<file path="config.mk">
export PLATFORM = sky130hd
export DESIGN_NAME = access_control
export DESIGN_NICKNAME = d
export VERILOG_FILES = /design/src/common/dcache_pkg.sv /design/src/dcache/access_control.sv
export VERILOG_INCLUDE_DIRS = /design/src /design/src/common
export SDC_FILE = /design/constraint.sdc
export NUM_CORES = 1
export LEC_CHECK = 0
export ABC_AREA = 1
export ABC_CLOCK_PERIOD_IN_PS = 3300
export BUFFER_PORTS_ARGS = -buffer_cell sky130_fd_sc_hd__buf_4
export CAP_MARGIN = 25
export CORE_AREA = 4 4 171 173
export DETAILED_ROUTE_END_ITERATION = 12
export DIE_AREA = 0 0 175 177
export PLACE_DENSITY = 0.56
export SYNTH_ARGS = -nofsm -noshare
export SYNTH_HDL_FRONTEND = slang
export SYNTH_SLANG_ARGS = --single-unit
</file>
<file path="constraint.sdc">
create_clock -name vclk -period 3.3
set_input_delay 0.165 -clock vclk [all_inputs]
set_output_delay 0.165 -clock vclk [all_outputs]
set_load 0.01 [all_outputs]
</file>
<file path="src/common/dcache_config.svh">
`ifndef DCACHE_CONFIG_SVH
`define DCACHE_CONFIG_SVH

// Address and line geometry
`define DCACHE_ADDR_BITS      32
`define DCACHE_LINE_BYTES     8
`define DCACHE_OFFSET_BITS    3

// Organization, 8 sets of 4 ways
`define DCACHE_WAYS           4
`define DCACHE_WAY_BITS       2
`define DCACHE_SETS           8
`define DCACHE_SET_BITS       3
`define DCACHE_LINE_TAG_BITS  (`DCACHE_ADDR_BITS - `DCACHE_SET_BITS - `DCACHE_OFFSET_BITS)

// Miss tracking and tag widths, a memory tag of 0 means no tag
`define DCACHE_MSHRS          4
`define DCACHE_MSHR_BITS      2
`define DCACHE_MEM_TAG_BITS   4
`define DCACHE_LQ_TAG_BITS    4

`endif

</file>
<file path="src/common/dcache_pkg.sv">
`include "dcache_config.svh"

package dcache_pkg;

    typedef enum logic [1:0] {cmd_none, cmd_load, cmd_store} mem_command_t;
    typedef enum logic [1:0] {size_byte, size_half, size_word, size_double} mem_size_t;

    typedef union packed {
        logic [`DCACHE_LINE_BYTES-1:0][7:0]    bytes;
        logic [`DCACHE_LINE_BYTES/2-1:0][15:0] halves;
        logic [`DCACHE_LINE_BYTES/4-1:0][31:0] words;
        logic [8*`DCACHE_LINE_BYTES-1:0]       dword;
    } mem_block_t;

    typedef logic [`DCACHE_ADDR_BITS-1:0]    addr_t;
    typedef logic [`DCACHE_MEM_TAG_BITS-1:0] mem_tag_t;
    typedef logic [`DCACHE_LQ_TAG_BITS-1:0]  lq_tag_t;
    typedef logic [`DCACHE_WAY_BITS-1:0]     way_t;
    typedef logic [`DCACHE_MSHR_BITS-1:0]    mshr_idx_t;
    typedef logic [`DCACHE_OFFSET_BITS-1:0]  offset_t;
    typedef logic [`DCACHE_SET_BITS-1:0]     set_t;
    typedef logic [`DCACHE_LINE_TAG_BITS-1:0] line_tag_t;

    typedef struct packed {
        line_tag_t tag;
        set_t      set;
        offset_t   offset;
    } line_addr_t;

    typedef struct packed {
        mem_command_t command;
        addr_t        addr;
        mem_size_t    size;
        mem_block_t   store_data;
        lq_tag_t      lq_tag;
    } cache_req_t;

    typedef struct packed {
        logic       valid;
        mem_block_t data;
        lq_tag_t    lq_tag;
    } cache_resp_t;

    typedef struct packed {
        mem_command_t command;
        addr_t        addr;
        mem_size_t    size;
        mem_block_t   data;
    } mem_req_t;

    typedef struct packed {
        mem_tag_t   transaction_tag;
        mem_block_t data;
        mem_tag_t   data_tag;
    } mem_resp_t;

    typedef struct packed {
        logic         valid;
        line_tag_t    tag;
        set_t         set;
        way_t         way;
        offset_t      offset;
        mem_command_t command;
        mem_size_t    size;
        mem_block_t   store_data;
        mem_tag_t     mem_tag;
        lq_tag_t      lq_tag;
    } mshr_entry_t;

    // Tag travels along so a refill also serves as the tag update
    typedef struct packed {
        logic       enable;
        set_t       set;
        way_t       way;
        line_tag_t  tag;
        mem_block_t data;
    } line_write_t;

    // Selected field moved to the low bits, zero-extended
    function automatic mem_block_t extract_by_size(mem_block_t blk, offset_t offset,
                                                   mem_size_t size);
        mem_block_t result;
        result = '0;
        case (size)
            size_byte: result.bytes[0]  = blk.bytes[offset];
            size_half: result.halves[0] = blk.halves[offset[`DCACHE_OFFSET_BITS-1:1]];
            size_word: result.words[0]  = blk.words[offset[`DCACHE_OFFSET_BITS-1:2]];
            default:   result = blk;
        endcase
        return result;
    endfunction

    // Low part of the store data placed into the line
    function automatic mem_block_t merge_by_size(mem_block_t blk, offset_t offset,
                                                 mem_size_t size, mem_block_t data);
        mem_block_t result;
        result = blk;
        case (size)
            size_byte: result.bytes[offset] = data.bytes[0];
            size_half: result.halves[offset[`DCACHE_OFFSET_BITS-1:1]] = data.halves[0];
            size_word: result.words[offset[`DCACHE_OFFSET_BITS-1:2]] = data.words[0];
            default:   result = data;
        endcase
        return result;
    endfunction

endpackage

</file>
<file path="src/dcache/access_control.sv">
module access_control import dcache_pkg::*; (
    input  cache_req_t   req,
    input  logic         hit,
    input  way_t         hit_way,
    input  mem_block_t   hit_line,
    input  logic         line_pending,
    input  logic         can_allocate,
    input  cache_resp_t  refill_resp,
    output line_addr_t   lookup,
    output mem_command_t lookup_command,
    output logic         accept,
    output logic         miss_alloc,
    output line_write_t  store_write,
    output cache_resp_t  resp
);

    logic present;
    logic hit_ok;
    logic miss_ok;
    logic load_hit;

    assign lookup         = line_addr_t'(req.addr);
    assign lookup_command = req.command;
    assign present        = (req.command != cmd_none);

    // ==============================
    // Acceptance
    // ==============================
    // line_pending also covers a refill arriving this cycle
    assign hit_ok     = present && hit && !line_pending;
    assign miss_ok    = present && !hit && !line_pending && can_allocate;
    assign accept     = hit_ok || miss_ok;
    assign miss_alloc = miss_ok;
    assign load_hit   = hit_ok && (req.command == cmd_load);

    // Store hit rewrites the whole line at the next edge
    always_comb begin
        store_write.enable = hit_ok && (req.command == cmd_store);
        store_write.set    = lookup.set;
        store_write.way    = hit_way;
        store_write.tag    = lookup.tag;
        store_write.data   = merge_by_size(hit_line, lookup.offset, req.size, req.store_data);
    end

    // ==============================
    // Response
    // ==============================
    // Load hit and refill never overlap
    always_comb begin
        if (load_hit) begin
            resp.valid  = 1'b1;
            resp.data   = extract_by_size(hit_line, lookup.offset, req.size);
            resp.lq_tag = req.lq_tag;
        end else begin
            resp = refill_resp;
        end
    end

endmodule

</file>
==> results.json <==
{
  "fillCellCount": 3295,
  "die_x_um": 175,
  "yosysWarnings": 0,
  "vias_per_cell": 5.100,
  "syn_area_um2": 5266,
  "areaGrowthSynthToFinish_pct": 46.71,
  "grt_use_total": 0.2404,
  "gr-total-overflow": 0,
  "slew_violations": 0,
  "wl_per_cell_um": 24.07,
  "place.gp.congestion": 0.9382,
  "synth_top_area_frac": 0.2138,
  "syn_inst": 1064,
  "worst_pin_slew_ns": 0.7916,
  "dr_total_vias": 8512,
  "timing.final.crit_share": 0.6855,
  "cts_resized": 0,
  "post-route-min-period_ns": 2.262,
  "critPathKind": "in -> out",
  "worstPathMaxFanout": 22,
  "drt_iter0_drc": 894,
  "grt_max_degree": 106,
  "endpoint_kind": "primary output",
  "drtAntennaViolNets": 0,
  "rsz0062_at_grt": "no",
  "syn_avg_cell_area_um2": 4.950,
  "synth_fp_nets": 1306,
  "start_kind": "input pin",
  "internal_power_w": 0.0005184,
  "slew_headroom": 0.4710,
  "pwr-share-seq": 0,
  "grt_pass1_vias": 8181,
  "diodes": 0,
  "clockBufferCount": 0,
  "critical-path-top-delay-family": "buffers and inverters",
  "yosys.area.top_type": "nand2_1",
  "p_sw_frac": 0.5831,
  "ys_seq_area_frac": 0,
  "maxCapViolCount": 0,
  "start_util": 0.1906,
  "core-area_um2": 27630,
  "ys_top_cells_by_count": "nand2_1, o21ai_0, a21oi_1",
  "power.density_nw_per_um2": 160.9,
  "cp_cell_sequence": "buf_4 > inv_2 > nand2_1 > buf_4 > nor2_1 > o21ai_0 > nand2_1 > inv_1 > nand3_1 > nand2_1 > inv_1 > buf_4",
  "post_cts_buffers": 0,
  "first_pass_iters": 5,
  "drc": 0,
  "worstPathArrival_ns": 2.10,
  "dp_hpwl_mm": 32.46,
  "hold_viol_final": 0,
  "slowest_delay_ns": 0.31,
  "hold_class": "in -> out",
  "netlist_top_cells_area": "nand2_1, o21ai_0, a21oi_1",
  "num_io_pins": 443,
  "path_buf_inv": 6,
  "fin_nets": 1535,
  "grt_pass1_wl_mm": 56.01,
  "drive_gt1_frac": 0.3083,
  "port-buffer-count": 352,
  "cts_hold_buffers": 0,
  "setup_violations": 0,
  "leakagePower_nw": 3.933,
  "die_y_um": 177,
  "critPathSlowestCell": "o21ai_0",
  "dieArea_um2": 30980,
  "pwr-share-clk": 0,
  "ir_worst_vdd_v": 0.00004776,
  "seq_cell_count": 0,
  "drt-total-wl_mm": 40.18,
  "ys_types": 25,
  "rows": 61,
  "status": "finished, final reports clean",
  "yosysMostFrequentCell": "nand2_1",
  "switchingPower_w": 0.0007251,
  "max_freq_mhz": 442.0,
  "seqCellArea_um2": 0,
  "pwr-share-comb": 1.000,
  "crit_required_ns": 3.13,
  "setup-tns-final_ns": 0,
  "grt_antenna_before_repair": 2,
  "power_w": 0.001243
}
[layer usage]
metal	global-route usage	vias to the layer above	share of wire
met3	0.05383	67	0.090
li1	-	4038	-
met2	0.3945	478	0.45
met5	0	-	0.00085
met1	0.3260	3925	0.43
met4	0.04746	4	0.024
[through the flow]
step | instance area [um^2] | hold WS [ns] | util | std cells | worst slack [ns]
floorplan | 5266 | 0.3775 | - | 1064 | 1.865
global placement | 7726 | 0.3301 | 0.2796 | 1669 | 1.043
detailed placement | 7726 | 0.3301 | 0.2796 | 1669 | 1.033
CTS | 7726 | 0.3301 | 0.2796 | 1669 | 1.033
global route | 7726 | 0.3300 | 0.2796 | 1669 | 0.8266
finish | 7726 | 0.3300 | 0.2796 | 1669 | 1.038
[logic make-up (layout without fill, tap and decap cells)]
kind of cell / after synthesis / count (layout) / synth area share
simple gates: 441 / 441 / 0.3566
buf+inv: 253 / 480 / 0.2331
compound gates: 370 / 370 / 0.4103
[final timing paths]
check / startpoint / end / slack, ns / cells past startpoint
setup / recovery: req[72] / resp[5] / 1.04 / 12
hold / removal: req[97] / lookup[27] / 0.33 / 0
[placed cells by master, fill, tap and decap left out, types with 6 or more instances in the layout]
master | netlist | final
a21oi_1 | 109 | 109
a22oi_1 | 47 | 47
a2bb2oi_1 | 8 | 8
buf_4 | 67 | 370
inv_1 | 102 | 102
inv_2 | 6 | 6
nand2_1 | 300 | 300
nand3_1 | 54 | 54
nand4_1 | 42 | 42
nor2_1 | 25 | 24
o2111ai_1 | 6 | 6
o211ai_1 | 19 | 19
o21ai_0 | 138 | 138
o21ai_1 | 7 | 7
o31ai_1 | 32 | 32
or2_2 | 12 | 12
[power groups by stage]
| stage | registers (W) | logic, W | clock network (W) |
|---|---|---|---|
| 2_1_floorplan | 0 | 0.000599 | 0 |
| 3_3_place_gp | 0 | 0.00124 | 0 |
| 3_5_place_dp | 0 | 0.00124 | 0 |
| 4_1_cts | 0 | 0.00124 | 0 |
| 5_1_grt | 0 | 0.00134 | 0 |
| 6_report | 0 | 0.00124 | 0 |
[cell type report]
type,instances,area [um^2],share of cell area
multi-input cells,811,4046,0.5237
repair buffers,371,2798,0.3621
well taps,378,473.0,0.06121
inverters,109,409.1,0.05296
(Power assumes the default switching activity.)
