`config.mk`:
```
export PLATFORM = sky130hd
export DESIGN_NAME = line_data_array
export DESIGN_NICKNAME = d
export VERILOG_FILES = /design/src/common/dcache_pkg.sv /design/src/dcache/line_data_array.sv
export VERILOG_INCLUDE_DIRS = /design/src /design/src/common
export SDC_FILE = /design/constraint.sdc
export NUM_CORES = 2
export LEC_CHECK = 0
export ABC_CLOCK_PERIOD_IN_PS = 5450
export BUFFER_PORTS_ARGS = -buffer_cell sky130_fd_sc_hd__buf_2
export CAP_MARGIN = 20
export CORE_UTILIZATION = 50
export DETAILED_ROUTE_END_ITERATION = 7
export GPL_ROUTABILITY_DRIVEN = 0
export GPL_TIMING_DRIVEN = 0
export PLACE_DENSITY = 0.66
export SYNTH_ARGS = -nofsm -noshare
export SYNTH_HDL_FRONTEND = slang
export SYNTH_SLANG_ARGS = --single-unit
```
`constraint.sdc`:
```
create_clock -name clock -period 5.45 [get_ports clock]
set_clock_uncertainty 0.2 [all_clocks]
set_input_delay 0.545 -clock clock [delete_from_list [all_inputs] [get_ports clock]]
set_output_delay 0.545 -clock clock [all_outputs]
set_load 0.005 [all_outputs]
```
`src/common/dcache_config.svh`:
```
`ifndef DCACHE_CONFIG_SVH
`define DCACHE_CONFIG_SVH

// Address and line geometry
`define DCACHE_ADDR_BITS      32
`define DCACHE_LINE_BYTES     8
`define DCACHE_OFFSET_BITS    3

// Organization, 8 sets of 4 ways
`define DCACHE_WAYS           4
`define DCACHE_WAY_BITS       2
`define DCACHE_SETS           8
`define DCACHE_SET_BITS       3
`define DCACHE_LINE_TAG_BITS  (`DCACHE_ADDR_BITS - `DCACHE_SET_BITS - `DCACHE_OFFSET_BITS)

// Miss tracking and tag widths, a memory tag of 0 means no tag
`define DCACHE_MSHRS          4
`define DCACHE_MSHR_BITS      2
`define DCACHE_MEM_TAG_BITS   4
`define DCACHE_LQ_TAG_BITS    4

`endif

```
`src/common/dcache_pkg.sv`:
```
`include "dcache_config.svh"

package dcache_pkg;

    typedef enum logic [1:0] {cmd_none, cmd_load, cmd_store} mem_command_t;
    typedef enum logic [1:0] {size_byte, size_half, size_word, size_double} mem_size_t;

    typedef union packed {
        logic [`DCACHE_LINE_BYTES-1:0][7:0]    bytes;
        logic [`DCACHE_LINE_BYTES/2-1:0][15:0] halves;
        logic [`DCACHE_LINE_BYTES/4-1:0][31:0] words;
        logic [8*`DCACHE_LINE_BYTES-1:0]       dword;
    } mem_block_t;

    typedef logic [`DCACHE_ADDR_BITS-1:0]    addr_t;
    typedef logic [`DCACHE_MEM_TAG_BITS-1:0] mem_tag_t;
    typedef logic [`DCACHE_LQ_TAG_BITS-1:0]  lq_tag_t;
    typedef logic [`DCACHE_WAY_BITS-1:0]     way_t;
    typedef logic [`DCACHE_MSHR_BITS-1:0]    mshr_idx_t;
    typedef logic [`DCACHE_OFFSET_BITS-1:0]  offset_t;
    typedef logic [`DCACHE_SET_BITS-1:0]     set_t;
    typedef logic [`DCACHE_LINE_TAG_BITS-1:0] line_tag_t;

    typedef struct packed {
        line_tag_t tag;
        set_t      set;
        offset_t   offset;
    } line_addr_t;

    typedef struct packed {
        mem_command_t command;
        addr_t        addr;
        mem_size_t    size;
        mem_block_t   store_data;
        lq_tag_t      lq_tag;
    } cache_req_t;

    typedef struct packed {
        logic       valid;
        mem_block_t data;
        lq_tag_t    lq_tag;
    } cache_resp_t;

    typedef struct packed {
        mem_command_t command;
        addr_t        addr;
        mem_size_t    size;
        mem_block_t   data;
    } mem_req_t;

    typedef struct packed {
        mem_tag_t   transaction_tag;
        mem_block_t data;
        mem_tag_t   data_tag;
    } mem_resp_t;

    typedef struct packed {
        logic         valid;
        line_tag_t    tag;
        set_t         set;
        way_t         way;
        offset_t      offset;
        mem_command_t command;
        mem_size_t    size;
        mem_block_t   store_data;
        mem_tag_t     mem_tag;
        lq_tag_t      lq_tag;
    } mshr_entry_t;

    // Tag travels along so a refill also serves as the tag update
    typedef struct packed {
        logic       enable;
        set_t       set;
        way_t       way;
        line_tag_t  tag;
        mem_block_t data;
    } line_write_t;

    // Selected field moved to the low bits, zero-extended
    function automatic mem_block_t extract_by_size(mem_block_t blk, offset_t offset,
                                                   mem_size_t size);
        mem_block_t result;
        result = '0;
        case (size)
            size_byte: result.bytes[0]  = blk.bytes[offset];
            size_half: result.halves[0] = blk.halves[offset[`DCACHE_OFFSET_BITS-1:1]];
            size_word: result.words[0]  = blk.words[offset[`DCACHE_OFFSET_BITS-1:2]];
            default:   result = blk;
        endcase
        return result;
    endfunction

    // Low part of the store data placed into the line
    function automatic mem_block_t merge_by_size(mem_block_t blk, offset_t offset,
                                                 mem_size_t size, mem_block_t data);
        mem_block_t result;
        result = blk;
        case (size)
            size_byte: result.bytes[offset] = data.bytes[0];
            size_half: result.halves[offset[`DCACHE_OFFSET_BITS-1:1]] = data.halves[0];
            size_word: result.words[offset[`DCACHE_OFFSET_BITS-1:2]] = data.words[0];
            default:   result = data;
        endcase
        return result;
    endfunction

endpackage

```
`src/dcache/line_data_array.sv`:
```
`include "dcache_config.svh"

module line_data_array import dcache_pkg::*; (
    input  logic        clock,
    input  logic        reset,
    input  set_t        set,
    input  way_t        hit_way,
    input  line_write_t store_write,
    input  line_write_t refill_write,
    output mem_block_t  hit_line
);

    mem_block_t  lines [`DCACHE_SETS][`DCACHE_WAYS];
    line_write_t line_write;

    assign hit_line = lines[set][hit_way];

    // Refill wins the single write port
    assign line_write = refill_write.enable ? refill_write : store_write;

    always_ff @(posedge clock) begin
        if (line_write.enable) begin
            lines[line_write.set][line_write.way] <= line_write.data;
        end
    end

    // No request is taken while a refill arrives
    assert property (@(posedge clock) disable iff (reset)
        !(store_write.enable && refill_write.enable));

endmodule

```
==> flow_metrics.env <==
export IMPL_start_util=0.505
export IMPL_reg_largest_list="lines: 2048 flops"
export IMPL_drtIter0Drc=5114
export IMPL_dr_pass1_iters=6
export IMPL_path_buf_inv=6
export IMPL_portBuffers=206
export IMPL_htreeDepth=4
export IMPL_end_kind="output pin"
export IMPL_rsz0062_at_grt="no"
export IMPL_p_leak_uw=0.0299
export IMPL_fin_crit_ps=4800
export IMPL_tightest_slew_ps=1230
export IMPL_p_sw_frac=0.218
export IMPL_yosysWarningCount=0
export IMPL_hold_buffers=0
export IMPL_layout_drive_gt1_share=0.255
export IMPL_die_height_um=400
export IMPL_num_vias=41200
export IMPL_seq_area_frac_synth=0.777
export IMPL_fin_nets=4459
export IMPL_p_seq_frac=0.536
export IMPL_synth_avg_cell_area_um2=21.1
export IMPL_start_kind="input pin"
export IMPL_post_cts_resized=0
export IMPL_slew_headroom=0.180
export IMPL_cp_arrival_ps=4060
export IMPL_worst_slack_ps=648
export IMPL_fill_cells=11200
export IMPL_tns_ps=0
export IMPL_ys_flop_type="edfxtp_1"
export IMPL_setup_violations_final=0
export IMPL_final_common_cell="edfxtp_1"
export IMPL_grt_pass1_vias=40500
export IMPL_fin_crit_sh=0.881
export IMPL_outcome="complete, no violations"
export IMPL_ir_drop_mv=0.351
export IMPL_synthesis_area_um2=79100
export IMPL_die_w_um=400
export IMPL_final_cell_mix="edfxtp_1, mux2i_1, mux4_2, buf_2, a22oi_1"
export IMPL_syn_inst=3751
export IMPL_drt_antenna_violating_nets=0
export IMPL_worst_path_most_repeated_cell="buf_2"
export IMPL_finalMaxSlewViolations=0
export IMPL_crit_path_max_fanout=10
export IMPL_drt_total_wl_um=220000
export IMPL_hpwl_um=145000
export IMPL_switching_power_uw=7280
export IMPL_hold_path_class="in -> reg"
export IMPL_syn2layout_area_growth_pct=15.5
export IMPL_grt_pass1_wl_um=304000
export IMPL_design_area_um2=91400
export IMPL_max_freq_mhz=208
export IMPL_cts_setup_buffers=0
export IMPL_intPower_uw=26100
export IMPL_hold_violations=0
export IMPL_grt_start_max_net_pins=33
export IMPL_path_delay_family="buffers and inverters"
export IMPL_antenna_found_initial=8
export IMPL_track_usage=0.276
export IMPL_cts_buffer_depth=3
export IMPL_synthArstFlopShare=0
export IMPL_clkPwrFrac=0.401
export IMPL_cap_violations=0
export IMPL_coreArea_um2=157000
export IMPL_critPathMaxStageDelay_ps=940
export IMPL_p_per_area_nw_per_um2=365
export IMPL_num_rows=145
export IMPL_numCtsBuffers=198
export IMPL_wl_per_cell_um=33.9
export IMPL_synth_area_leaders="edfxtp_1, mux4_2, mux2i_1"
export IMPL_largest_register_ffs=2048
export IMPL_crit_required_ps=4700
export IMPL_drc=0
export IMPL_cts_num_sinks=2048
export IMPL_path_cells="buf_2, buf_6, buf_6, nand2b_1, buf_2, clkbuf_1, a211oi_1, nor3_1, buf_2"
export IMPL_synth_top_area_cell="edfxtp_1"
export IMPL_dieArea_um2=160000
export IMPL_synth_seq_cells=2048
export IMPL_pwr_share_comb=0.063
export IMPL_power_uw=33300
export IMPL_clockRootBuffer="clkbuf_16"
export IMPL_synth_top_cell_area_share=0.777
export IMPL_placed_area_um2=85100
export IMPL_crit_type="in -> out"
export IMPL_synthesis_nets=3950
export IMPL_via_per_inst=6.35
export IMPL_cp_slowest_cell="clkbuf_1"
export IMPL_cts_tree="yes"
export IMPL_synth_edf_count=2048
export IMPL_utilization=0.584
export IMPL_io_pins=263
export IMPL_regMostFlops="lines"
export IMPL_synthDistinctLibCells=42
export IMPL_grt_overflow_total=0
export IMPL_place_ws_ps=667
export IMPL_cts_clk_slew_worst_paths_ps=60
==> cells in the mapped netlist, types with 6 or more instances <==
library cell	count
a31oi_1	19
buf_2	67
o22ai_1	55
o211ai_1	16
a211oi_1	42
nor2_1	39
buf_6	45
mux2_2	81
nand2_1	29
edfxtp_1	2048
nor2b_1	46
a21oi_1	17
buf_4	44
nand3_1	18
a22oi_1	240
nand2b_1	6
mux4_2	282
nand4_1	58
nor3_1	49
clkbuf_1	55
mux2i_1	449
==> routing by layer <==
| metal | vias to the layer above | GRT usage | share of wire |
|---|---|---|---|
| met5 | - | 0 | 0.000095 |
| met3 | 377 | 0.0611 | 0.10 |
| met1 | 21600 | 0.383 | 0.39 |
| met2 | 2368 | 0.437 | 0.47 |
| met4 | 4 | 0.0891 | 0.032 |
| li1 | 16800 | - | - |
==> stage by stage <==
step / hold slack (ps) / std cells
after floorplan: 869 / 3751
after CTS: 254 / 6478
after global routing: 254 / 6481
after global placement: 1060 / 6015
final: 252 / 6484
after detailed placement: 1060 / 6115
==> power groups by stage <==
stage	clock, uW	combinational (uW)	sequential [uW]
after floorplan	0	1150	18200
after global placement	0	1960	18200
after detailed placement	0	2080	18200
after CTS	13500	2090	17900
after global routing	14100	2200	17900
final	13400	2090	17900
==> worst min-delay path, stage by stage <==
cell and delay [ps]:
buf_2 110, a31oi_2 180, nor2_4 240
==> path summary, 6_finish.rpt <==
path | from | endpoint | cells after the start
max | hit_way[0] | hit_line[62] | 9
min | refill_write[91] | lines[2][47] | 3
==> kinds of logic after synthesis <==
| family | synth area share |
|---|---|
| DFF | 0.777 |
| muxes | 0.149 |
| AOI/OAI and AO/OA | 0.0355 |
| and+or+nand+nor | 0.0206 |
| buffers and inverters | 0.0179 |
==> layout make-up <==
class	count	area, um^2	share of cell area
Buffer	216	1400	0.0153
Sequential cell	2048	61500	0.673
Clock inverter	104	1030	0.0113
Tap cell	2058	2570	0.0282
Clock buffer	259	5230	0.0572
Timing Repair Buffer	309	3180	0.0347
Antenna cell	3	7.51	0.0000821
Inverter	5	18.8	0.000205
Multi-Input combinational cell	1482	16500	0.180
Note: power is estimated with default switching activity, not from simulation.
