File: src/common/dcache_config.svh
`ifndef DCACHE_CONFIG_SVH
`define DCACHE_CONFIG_SVH

// Address and line geometry
`define DCACHE_ADDR_BITS      32
`define DCACHE_LINE_BYTES     8
`define DCACHE_OFFSET_BITS    3

// Organization, 8 sets of 4 ways
`define DCACHE_WAYS           4
`define DCACHE_WAY_BITS       2
`define DCACHE_SETS           8
`define DCACHE_SET_BITS       3
`define DCACHE_LINE_TAG_BITS  (`DCACHE_ADDR_BITS - `DCACHE_SET_BITS - `DCACHE_OFFSET_BITS)

// Miss tracking and tag widths, a memory tag of 0 means no tag
`define DCACHE_MSHRS          4
`define DCACHE_MSHR_BITS      2
`define DCACHE_MEM_TAG_BITS   4
`define DCACHE_LQ_TAG_BITS    4

`endif

File: src/common/dcache_pkg.sv
`include "dcache_config.svh"

package dcache_pkg;

    typedef enum logic [1:0] {cmd_none, cmd_load, cmd_store} mem_command_t;
    typedef enum logic [1:0] {size_byte, size_half, size_word, size_double} mem_size_t;

    typedef union packed {
        logic [`DCACHE_LINE_BYTES-1:0][7:0]    bytes;
        logic [`DCACHE_LINE_BYTES/2-1:0][15:0] halves;
        logic [`DCACHE_LINE_BYTES/4-1:0][31:0] words;
        logic [8*`DCACHE_LINE_BYTES-1:0]       dword;
    } mem_block_t;

    typedef logic [`DCACHE_ADDR_BITS-1:0]    addr_t;
    typedef logic [`DCACHE_MEM_TAG_BITS-1:0] mem_tag_t;
    typedef logic [`DCACHE_LQ_TAG_BITS-1:0]  lq_tag_t;
    typedef logic [`DCACHE_WAY_BITS-1:0]     way_t;
    typedef logic [`DCACHE_MSHR_BITS-1:0]    mshr_idx_t;
    typedef logic [`DCACHE_OFFSET_BITS-1:0]  offset_t;
    typedef logic [`DCACHE_SET_BITS-1:0]     set_t;
    typedef logic [`DCACHE_LINE_TAG_BITS-1:0] line_tag_t;

    typedef struct packed {
        line_tag_t tag;
        set_t      set;
        offset_t   offset;
    } line_addr_t;

    typedef struct packed {
        mem_command_t command;
        addr_t        addr;
        mem_size_t    size;
        mem_block_t   store_data;
        lq_tag_t      lq_tag;
    } cache_req_t;

    typedef struct packed {
        logic       valid;
        mem_block_t data;
        lq_tag_t    lq_tag;
    } cache_resp_t;

    typedef struct packed {
        mem_command_t command;
        addr_t        addr;
        mem_size_t    size;
        mem_block_t   data;
    } mem_req_t;

    typedef struct packed {
        mem_tag_t   transaction_tag;
        mem_block_t data;
        mem_tag_t   data_tag;
    } mem_resp_t;

    typedef struct packed {
        logic         valid;
        line_tag_t    tag;
        set_t         set;
        way_t         way;
        offset_t      offset;
        mem_command_t command;
        mem_size_t    size;
        mem_block_t   store_data;
        mem_tag_t     mem_tag;
        lq_tag_t      lq_tag;
    } mshr_entry_t;

    // Tag travels along so a refill also serves as the tag update
    typedef struct packed {
        logic       enable;
        set_t       set;
        way_t       way;
        line_tag_t  tag;
        mem_block_t data;
    } line_write_t;

    // Selected field moved to the low bits, zero-extended
    function automatic mem_block_t extract_by_size(mem_block_t blk, offset_t offset,
                                                   mem_size_t size);
        mem_block_t result;
        result = '0;
        case (size)
            size_byte: result.bytes[0]  = blk.bytes[offset];
            size_half: result.halves[0] = blk.halves[offset[`DCACHE_OFFSET_BITS-1:1]];
            size_word: result.words[0]  = blk.words[offset[`DCACHE_OFFSET_BITS-1:2]];
            default:   result = blk;
        endcase
        return result;
    endfunction

    // Low part of the store data placed into the line
    function automatic mem_block_t merge_by_size(mem_block_t blk, offset_t offset,
                                                 mem_size_t size, mem_block_t data);
        mem_block_t result;
        result = blk;
        case (size)
            size_byte: result.bytes[offset] = data.bytes[0];
            size_half: result.halves[offset[`DCACHE_OFFSET_BITS-1:1]] = data.halves[0];
            size_word: result.words[offset[`DCACHE_OFFSET_BITS-1:2]] = data.words[0];
            default:   result = data;
        endcase
        return result;
    endfunction

endpackage

File: src/dcache/miss_handler.sv
`include "dcache_config.svh"

module miss_handler import dcache_pkg::*; (
    input  logic        clock,
    input  logic        reset,
    input  line_addr_t  lookup,
    input  cache_req_t  req,
    input  logic        miss_alloc,
    input  way_t        replace_way,
    input  mem_resp_t   mem_resp,
    output logic        can_allocate,
    output logic        line_pending,
    output mem_req_t    mem_req,
    output line_write_t refill_write,
    output cache_resp_t refill_resp,
    output line_write_t fill
);

    mshr_entry_t              entries [`DCACHE_MSHRS];
    logic [`DCACHE_MSHRS-1:0] free_vec;
    logic [`DCACHE_MSHRS-1:0] match_vec;
    logic [`DCACHE_MSHRS-1:0] refill_hit;
    mshr_idx_t                alloc_idx;
    mshr_idx_t                refill_idx;
    // Entry whose request still waits for its transaction tag
    mshr_idx_t                wait_idx;
    logic                     awaiting_tag;
    logic                     refill_valid;
    mshr_entry_t              refill_entry;
    line_write_t              refill_line;

    // ==============================
    // Entry search
    // ==============================
    // Descending scan, so the lowest free entry wins
    always_comb begin
        alloc_idx  = '0;
        refill_idx = '0;
        for (int i = `DCACHE_MSHRS - 1; i >= 0; i--) begin
            free_vec[i]   = !entries[i].valid;
            match_vec[i]  = entries[i].valid && (entries[i].tag == lookup.tag) &&
                            (entries[i].set == lookup.set);
            refill_hit[i] = entries[i].valid && (mem_resp.data_tag != '0) &&
                            (entries[i].mem_tag == mem_resp.data_tag);
            if (free_vec[i]) alloc_idx = mshr_idx_t'(i);
            if (refill_hit[i]) refill_idx = mshr_idx_t'(i);
        end
    end

    assign can_allocate = (|free_vec) && !awaiting_tag;
    // Any refill cycle also holds off lookups
    assign line_pending = (|match_vec) || (mem_resp.data_tag != '0);

    // Always a full line load
    always_comb begin
        mem_req = '0;
        if (miss_alloc) begin
            mem_req.command = cmd_load;
            mem_req.addr    = {lookup.tag, lookup.set, {`DCACHE_OFFSET_BITS{1'b0}}};
            mem_req.size    = size_double;
        end
    end

    // ==============================
    // Refill
    // ==============================
    assign refill_valid = |refill_hit;
    assign refill_entry = entries[refill_idx];

    always_comb begin
        refill_line.enable = refill_valid;
        refill_line.set    = refill_entry.set;
        refill_line.way    = refill_entry.way;
        refill_line.tag    = refill_entry.tag;
        if (refill_entry.command == cmd_store) begin
            refill_line.data = merge_by_size(mem_resp.data, refill_entry.offset,
                                             refill_entry.size, refill_entry.store_data);
        end else begin
            refill_line.data = mem_resp.data;
        end
    end

    assign refill_write = refill_line;
    assign fill         = refill_line;

    // Load misses answer with the saved size, offset and lq tag
    always_comb begin
        refill_resp.valid  = refill_valid && (refill_entry.command == cmd_load);
        refill_resp.data   = extract_by_size(mem_resp.data, refill_entry.offset,
                                             refill_entry.size);
        refill_resp.lq_tag = refill_entry.lq_tag;
    end

    always_ff @(posedge clock or posedge reset) begin
        if (reset) begin
            awaiting_tag <= 1'b0;
            wait_idx     <= '0;
            for (int i = 0; i < `DCACHE_MSHRS; i++) begin
                entries[i] <= '0;
            end
        end else begin
            if (miss_alloc) begin
                entries[alloc_idx] <= '{valid: 1'b1, tag: lookup.tag, set: lookup.set,
                                        way: replace_way, offset: lookup.offset,
                                        command: req.command, size: req.size,
                                        store_data: req.store_data, mem_tag: '0,
                                        lq_tag: req.lq_tag};
                awaiting_tag <= 1'b1;
                wait_idx     <= alloc_idx;
            end
            if (awaiting_tag && (mem_resp.transaction_tag != '0)) begin
                entries[wait_idx].mem_tag <= mem_resp.transaction_tag;
                awaiting_tag              <= 1'b0;
            end
            if (refill_valid) begin
                entries[refill_idx].valid <= 1'b0;
            end
        end
    end

    // Memory hands back a tag on the cycle after each request
    assert property (@(posedge clock) disable iff (reset)
        miss_alloc |=> (mem_resp.transaction_tag != '0));

    assert property (@(posedge clock) disable iff (reset)
        (mem_resp.data_tag != '0) |-> $onehot(refill_hit));

endmodule

File: config.mk
export PLATFORM = sky130hd
export DESIGN_NAME = miss_handler
export DESIGN_NICKNAME = d
export VERILOG_FILES = /design/src/common/dcache_pkg.sv /design/src/dcache/miss_handler.sv
export VERILOG_INCLUDE_DIRS = /design/src /design/src/common
export SDC_FILE = /design/constraint.sdc
export NUM_CORES = 1
export LEC_CHECK = 0
export ABC_AREA = 1
export BUFFER_PORTS_ARGS = -buffer_cell sky130_fd_sc_hd__buf_2
export CORE_MARGIN = 2
export CORE_UTILIZATION = 35
export CTS_CLUSTER_SIZE = 8
export DETAILED_ROUTE_END_ITERATION = 8
export PLACE_DENSITY = 0.59
export SYNTH_ARGS = -nofsm -noshare
export SYNTH_HDL_FRONTEND = slang
export SYNTH_SLANG_ARGS = --single-unit
File: constraint.sdc
create_clock -name clock -period 16.2 [get_ports clock]
set_input_delay 3.24 -clock clock [delete_from_list [all_inputs] [get_ports clock]]
set_output_delay 3.24 -clock clock [all_outputs]
set_load 0.03 [all_outputs]
==> flow_summary.yaml, run 1 <==
logic_synthesis:
  synth_compound_area_share_pct: 16.0
  synth_top_family_by_area: "simple AND/OR/NAND/NOR gates"
  netlist-cell-type-count: 51
  syn_inst: 4051
  muxShareOfSynthArea_pct: 1.04
  synth_fa_ha_area_share_pct: 0
  synthSimpleGateAreaFrac_pct: 27.1
  ys_seq_area_share_pct: 39.6
  dominantRegCellSynth: "dfrtp_1"
  ys_seq_elements: 447
  synth-xor-area-share_pct: 0.682
  syn_area_per_cell_um2: 6.97
  netlist_area_um2: 28200
  synth-async-reset-ratio_pct: 100
  synth_edf_count: 0
  yosysWarningCount: 0
final_layout:
  drive_gt1_share_pct: 16.3
  fin_util_pct: 39.8
  nNetsFinal: 4486
  area_delta_synth_final_pct: 13.1
  fin_cells: 5346
floorplanning:
  start_util_pct: 35.2
  design.portCount: 576
  die_h_um: 288
  core_um2: 80200
  dieArea_um2: 83000
  num_rows: 104
  die-width_um: 288
clock_network:
  clock_latency_ps: 610
  ctsResizeCount: 0
  cts_tree: "built"
  cts-root-buf: "clkbuf_16"
  clk_pin_slew_ps: 50
  ctsHoldBuffers: 0
  cts_buffer_depth: 3
  htreeDepth: 3
  numCtsBuffers: 66
  cts_sinks: 447
  post_cts_buffers: 0
timing:
  fin_setup_tns_ps: 0
  rsz0062_at_grt: "no"
  setup_viol: 0
  hold_viol_final: 0
  period_share_pct: 72.6
  fin_skew_ps: 33.5
  maxSlewViolCount: 0
  worst_slew_pin_slew_ps: 1210
  min_period_ps: 11760
  max_freq_mhz: 85.0
  fin_ws_ps: 4440
  slew_headroom_pct: 19.0
routing:
  via_per_inst: 5.27
  wire_per_inst_um: 20.5
  firstDrtPassIters: 8
  drc: 0
  drt_wl_total_mm: 110
  vias: 28200
  drtAntennaViolNets: 0
  drtIter0Drc: 3430
place:
  dp_cells: 5265
  hpwl_mm: 74.9
  gp_congestion: 0.980
  io_buffers: 475
  dpl_worst_slack_ps: 4470
grt:
  grt_use_total_pct: 25.7
  grt_max_degree: 180
  grt_pass1_vias: 25700
  grt_pass1_wl_mm: 163
  grt_antenna_before_repair: 29
  overflow: 0
worst_setup_path:
  start_kind: "input pin"
  r2r_start: "entries[221]$_DFF_PP0_"
  path_max_fanout: 82
  worst_ep_required_time_ps: 12960
  setup.worst_path.class: "in2out"
  startpoint: "mem_resp[3]"
  worstSetupEndpointType: "output pin"
  cp_data_arrival_time_ps: 8520
hold_path:
  hold_class: "reg2reg"
run:
  maxCapViolCount: 0
outcome:
  status: "finished clean"
[cell families (layout without fill, tap and decap cells)]
group           count (synthesis)  in the layout
simple gates                 1807           1807
xor+xnor                       22             22
other cells                     1             73
buf+inv                       944           1107
mux                            26             26
flops                         447            447
compound gates                804            804
[synthesized netlist by cell type (21+ instances only)]
master / n / area, um^2
nand2_1: 1212 / 4550
inv_1: 505 / 1900
o21ai_0: 504 / 2520
dfrtp_1: 447 / 11200
nand3_1: 339 / 1700
buf_4: 183 / 1370
clkbuf_1: 145 / 544
nor2_1: 139 / 522
o22ai_1: 85 / 532
a21oi_1: 82 / 410
buf_2: 68 / 340
o221ai_1: 54 / 473
mux2_2: 26 / 293
o211ai_1: 26 / 195
nand4_1: 21 / 131
[placed cells by master (no fill, tap or decap), types with 27 or more instances in the layout]
cell / netlist / final
conb_1: 1 / 68
o21ai_0: 504 / 504
buf_4: 183 / 27
a21oi_1: 82 / 82
nor2_1: 139 / 137
o22ai_1: 85 / 85
clkbuf_16: 0 / 67
nand3_1: 339 / 339
o221ai_1: 54 / 54
nand2_1: 1212 / 1208
inv_1: 505 / 503
dfrtp_1: 447 / 447
buf_2: 68 / 475
[path summary, 6_finish.rpt]
check | end | slack (ps) | depth (start not counted)
worst max register to register | flip-flop | 12680 | 8
worst max-delay path | fill[23] | 4440 | 20
worst min-delay path | flip-flop | 470 | 2
min in group asynchronous | async pin | 2740 | 2
worst min register to register | flip-flop | 470 | 2
max in group asynchronous | async pin | 11270 | 4
[stage by stage]
stage	hold WS, ps	instance area [um^2]
6_report	468	31900
5_1_grt	488	31900
4_1_cts	472	31900
3_5_place_dp	461	30100
3_3_place_gp	455	30100
2_1_floorplan	442	28500
[area by class of cell]
class / instances / area, um^2
Fill cell: 8598 / 48200
Multi-Input combinational cell: 2727 / 13000
Sequential cell: 447 / 11200
Timing Repair Buffer: 503 / 2600
Inverter: 528 / 1990
Clock buffer: 68 / 1690
Tap cell: 1060 / 1330
Clock inverter: 8 / 149
Antenna cell: 5 / 12.5
[critical path, stage by stage]
cell and delay (ps):
buf_2 160, nor2_1 70, nand2_2 150, nand2_1 80
clkinv_1 50, nand3_2 200, nand3_4 580, nand2_4 500
buf_4 490, nand2_1 140, nand3_1 80, nand2_2 150
buf_4 730, nand3_2 640, nand3_1 270, nand3_1 150
nand2_2 240, nand2_1 70, nand2_1 160, buf_2 230
[metal layers]
layer	up-vias	track usage (%)	share of wire, %
met5	-	0	0.21
met4	38	10.3	4.1
met3	277	6.40	9.9
met2	1459	40.4	45
met1	13200	33.9	41
li1	13200	-	-
Power of run 1 is not shown: default switching activity piles up to over one toggle a cycle in this logic, so the estimate is an artifact.
==> inputs of run 2 (changes only) <==
PLACE_DENSITY = 0.57   (was 0.59)
clock period = 12.2 ns   (was 16.2 ns; I/O delays follow)
==> run 2 against run 1 <==
Die area unchanged. Global-route usage rose by 0.073 points. Final cell count is 0.11% higher. Hold slack gained 5.6 ps. Register-to-register slack got worse by 4100 ps. Sequential cell count unchanged. Sequential share of layout area is 0.056 points lower. Critical endpoint is now fill[47]. Clock skew increased by 1.5 ps. Count of clock-buffer cells in the layout increased by 4. Critical path type unchanged. Critical path depth fell by 2.
==> flow_summary.yaml, run 2 (synthesis gave the netlist of run 1 again) <==
outcome:
  status: "finished clean"
floorplanning:
  dieArea_um2: 83000
  num_rows: 104
  die-width_um: 288
  start_util_pct: 35.2
  die_h_um: 288
  core_um2: 80200
  design.portCount: 576
clock_network:
  clock_latency_ps: 610
  htreeDepth: 3
  post_cts_buffers: 0
  cts_sinks: 447
  clk_pin_slew_ps: 50
  numCtsBuffers: 67
  ctsHoldBuffers: 0
  ctsResizeCount: 0
  cts_tree: "built"
  cts_buffer_depth: 3
  cts-root-buf: "clkbuf_16"
final_layout:
  area_delta_synth_final_pct: 13.3
  layout_common_cells: "1208 x nand2_1, 504 x o21ai_0, 503 x inv_1, 475 x buf_2, 447 x dfrtp_1"
  multi_input_area_um2: 13000
  filler_cell_count: 8544
  drive_gt1_share_pct: 16.3
  regArea_um2: 11200
  nNetsFinal: 4489
  final_common_cell: "nand2_1"
timing:
  fin_setup_tns_ps: 0
  min_period_ps: 9720
  slew_headroom_pct: 28.9
  hold_viol_final: 0
  rsz0062_at_grt: "no"
  setup_viol: 0
  maxSlewViolCount: 0
  worst_slew_pin_slew_ps: 1060
  period_share_pct: 79.7
  max_freq_mhz: 103
  fin_skew_ps: 35.0
hold_path:
  hold_class: "reg2reg"
routing:
  wire_per_inst_um: 20.6
  drtIter0Drc: 2985
  drt_wl_total_mm: 110
  firstDrtPassIters: 6
  drc: 0
  drtAntennaViolNets: 0
  via_per_inst: 5.26
  vias: 28200
worst_setup_path:
  start_kind: "input pin"
  worstSetupEndpointType: "output pin"
  setup.worst_path.class: "in2out"
  worst_ep_required_time_ps: 9760
  cp_data_arrival_time_ps: 7280
  path_max_fanout: 59
grt:
  grt_pass1_wl_mm: 162
  grt_pass1_vias: 25800
  overflow: 0
  grt_use_total_pct: 25.8
  grt_antenna_before_repair: 20
  grt_max_degree: 182
run:
  maxCapViolCount: 0
place:
  gp_congestion: 0.960
  hpwl_mm: 75.6
  io_buffers: 475
-- run 2: cell count changes in the layout (fill, tap and decap cells not counted) --
| cell | before | now |
|---|---|---|
| diode_2 | 5 | 4 |
| inv_2 | 19 | 18 |
| bufinv_16 | 1 | 0 |
| clkbuf_1 | 0 | 2 |
| clkbuf_8 | 1 | 3 |
| clkinvlp_4 | 0 | 1 |
| nand2_4 | 10 | 11 |
| clkinv_4 | 0 | 1 |
| nand2_2 | 16 | 15 |
| clkinv_2 | 2 | 3 |
| inv_8 | 1 | 0 |
| inv_6 | 2 | 4 |
| inv_16 | 1 | 0 |
| buf_12 | 1 | 3 |
-- run 2: worst max-delay path: stages --
cell      delay [ps]
buf_2            150
nor2_1           140
nand2_2          140
nand2_1          100
clkinv_1          70
nand3_2          190
nand3_4          550
nand2_4          750
buf_4            640
nand2_1          110
o211ai_1         210
nand2_1          140
nand2_2          770
a21oi_1           90
nand3_1          180
nor2_1            50
nor2_1           160
buf_2            300
-- run 2: stage by stage --
stage          hold WS (ps)  cells  area [um^2]  utilization, %  worst slack (ps)
2_1_floorplan           442   4118        28500               -              3720
3_3_place_gp            455   5267        30100            37.6              2600
3_5_place_dp            460   5267        30100            37.6              2520
4_1_cts                 472   5348        32000            39.9              2500
5_1_grt                 495   5350        32000            39.9              2180
6_report                474   5352        32000            39.9              2480
-- run 2: path summary, 6_finish.rpt --
check,cells after the start,slack [ps],to,startpoint
worst max-delay path,18,2480,fill[47],mem_resp[3]
worst min-delay path,2,470,flip-flop,flip-flop
worst max register to register,7,8570,flip-flop,entries[221]$_DFF_PP0_
worst min register to register,2,470,flip-flop,flip-flop
max in group asynchronous,5,8050,async pin,reset
min in group asynchronous,3,2060,async pin,reset
-- run 2: area by class of cell --
cell class	instances	area share [%]
Multi-Input combinational cell	2727	40.6
Clock inverter	9	0.391
Inverter	528	6.22
Antenna cell	4	0.0313
Timing Repair Buffer	505	8.25
Tap cell	1060	4.15
Clock buffer	72	5.39
Sequential cell	447	35.0
-- run 2: routing by layer --
| layer | vias up | part of all wire (%) | wire (um) | track usage, % |
|---|---|---|---|---|
| met2 | 1356 | 45 | 49400 | 40.4 |
| met1 | 13300 | 42 | 45800 | 34.0 |
| met4 | 24 | 4.9 | 5370 | 12.3 |
| met3 | 275 | 8.7 | 9610 | 5.39 |
| met5 | - | 0.14 | 154 | 0 |
| li1 | 13200 | - | - | - |
Power of run 2 is left out for the same reason.
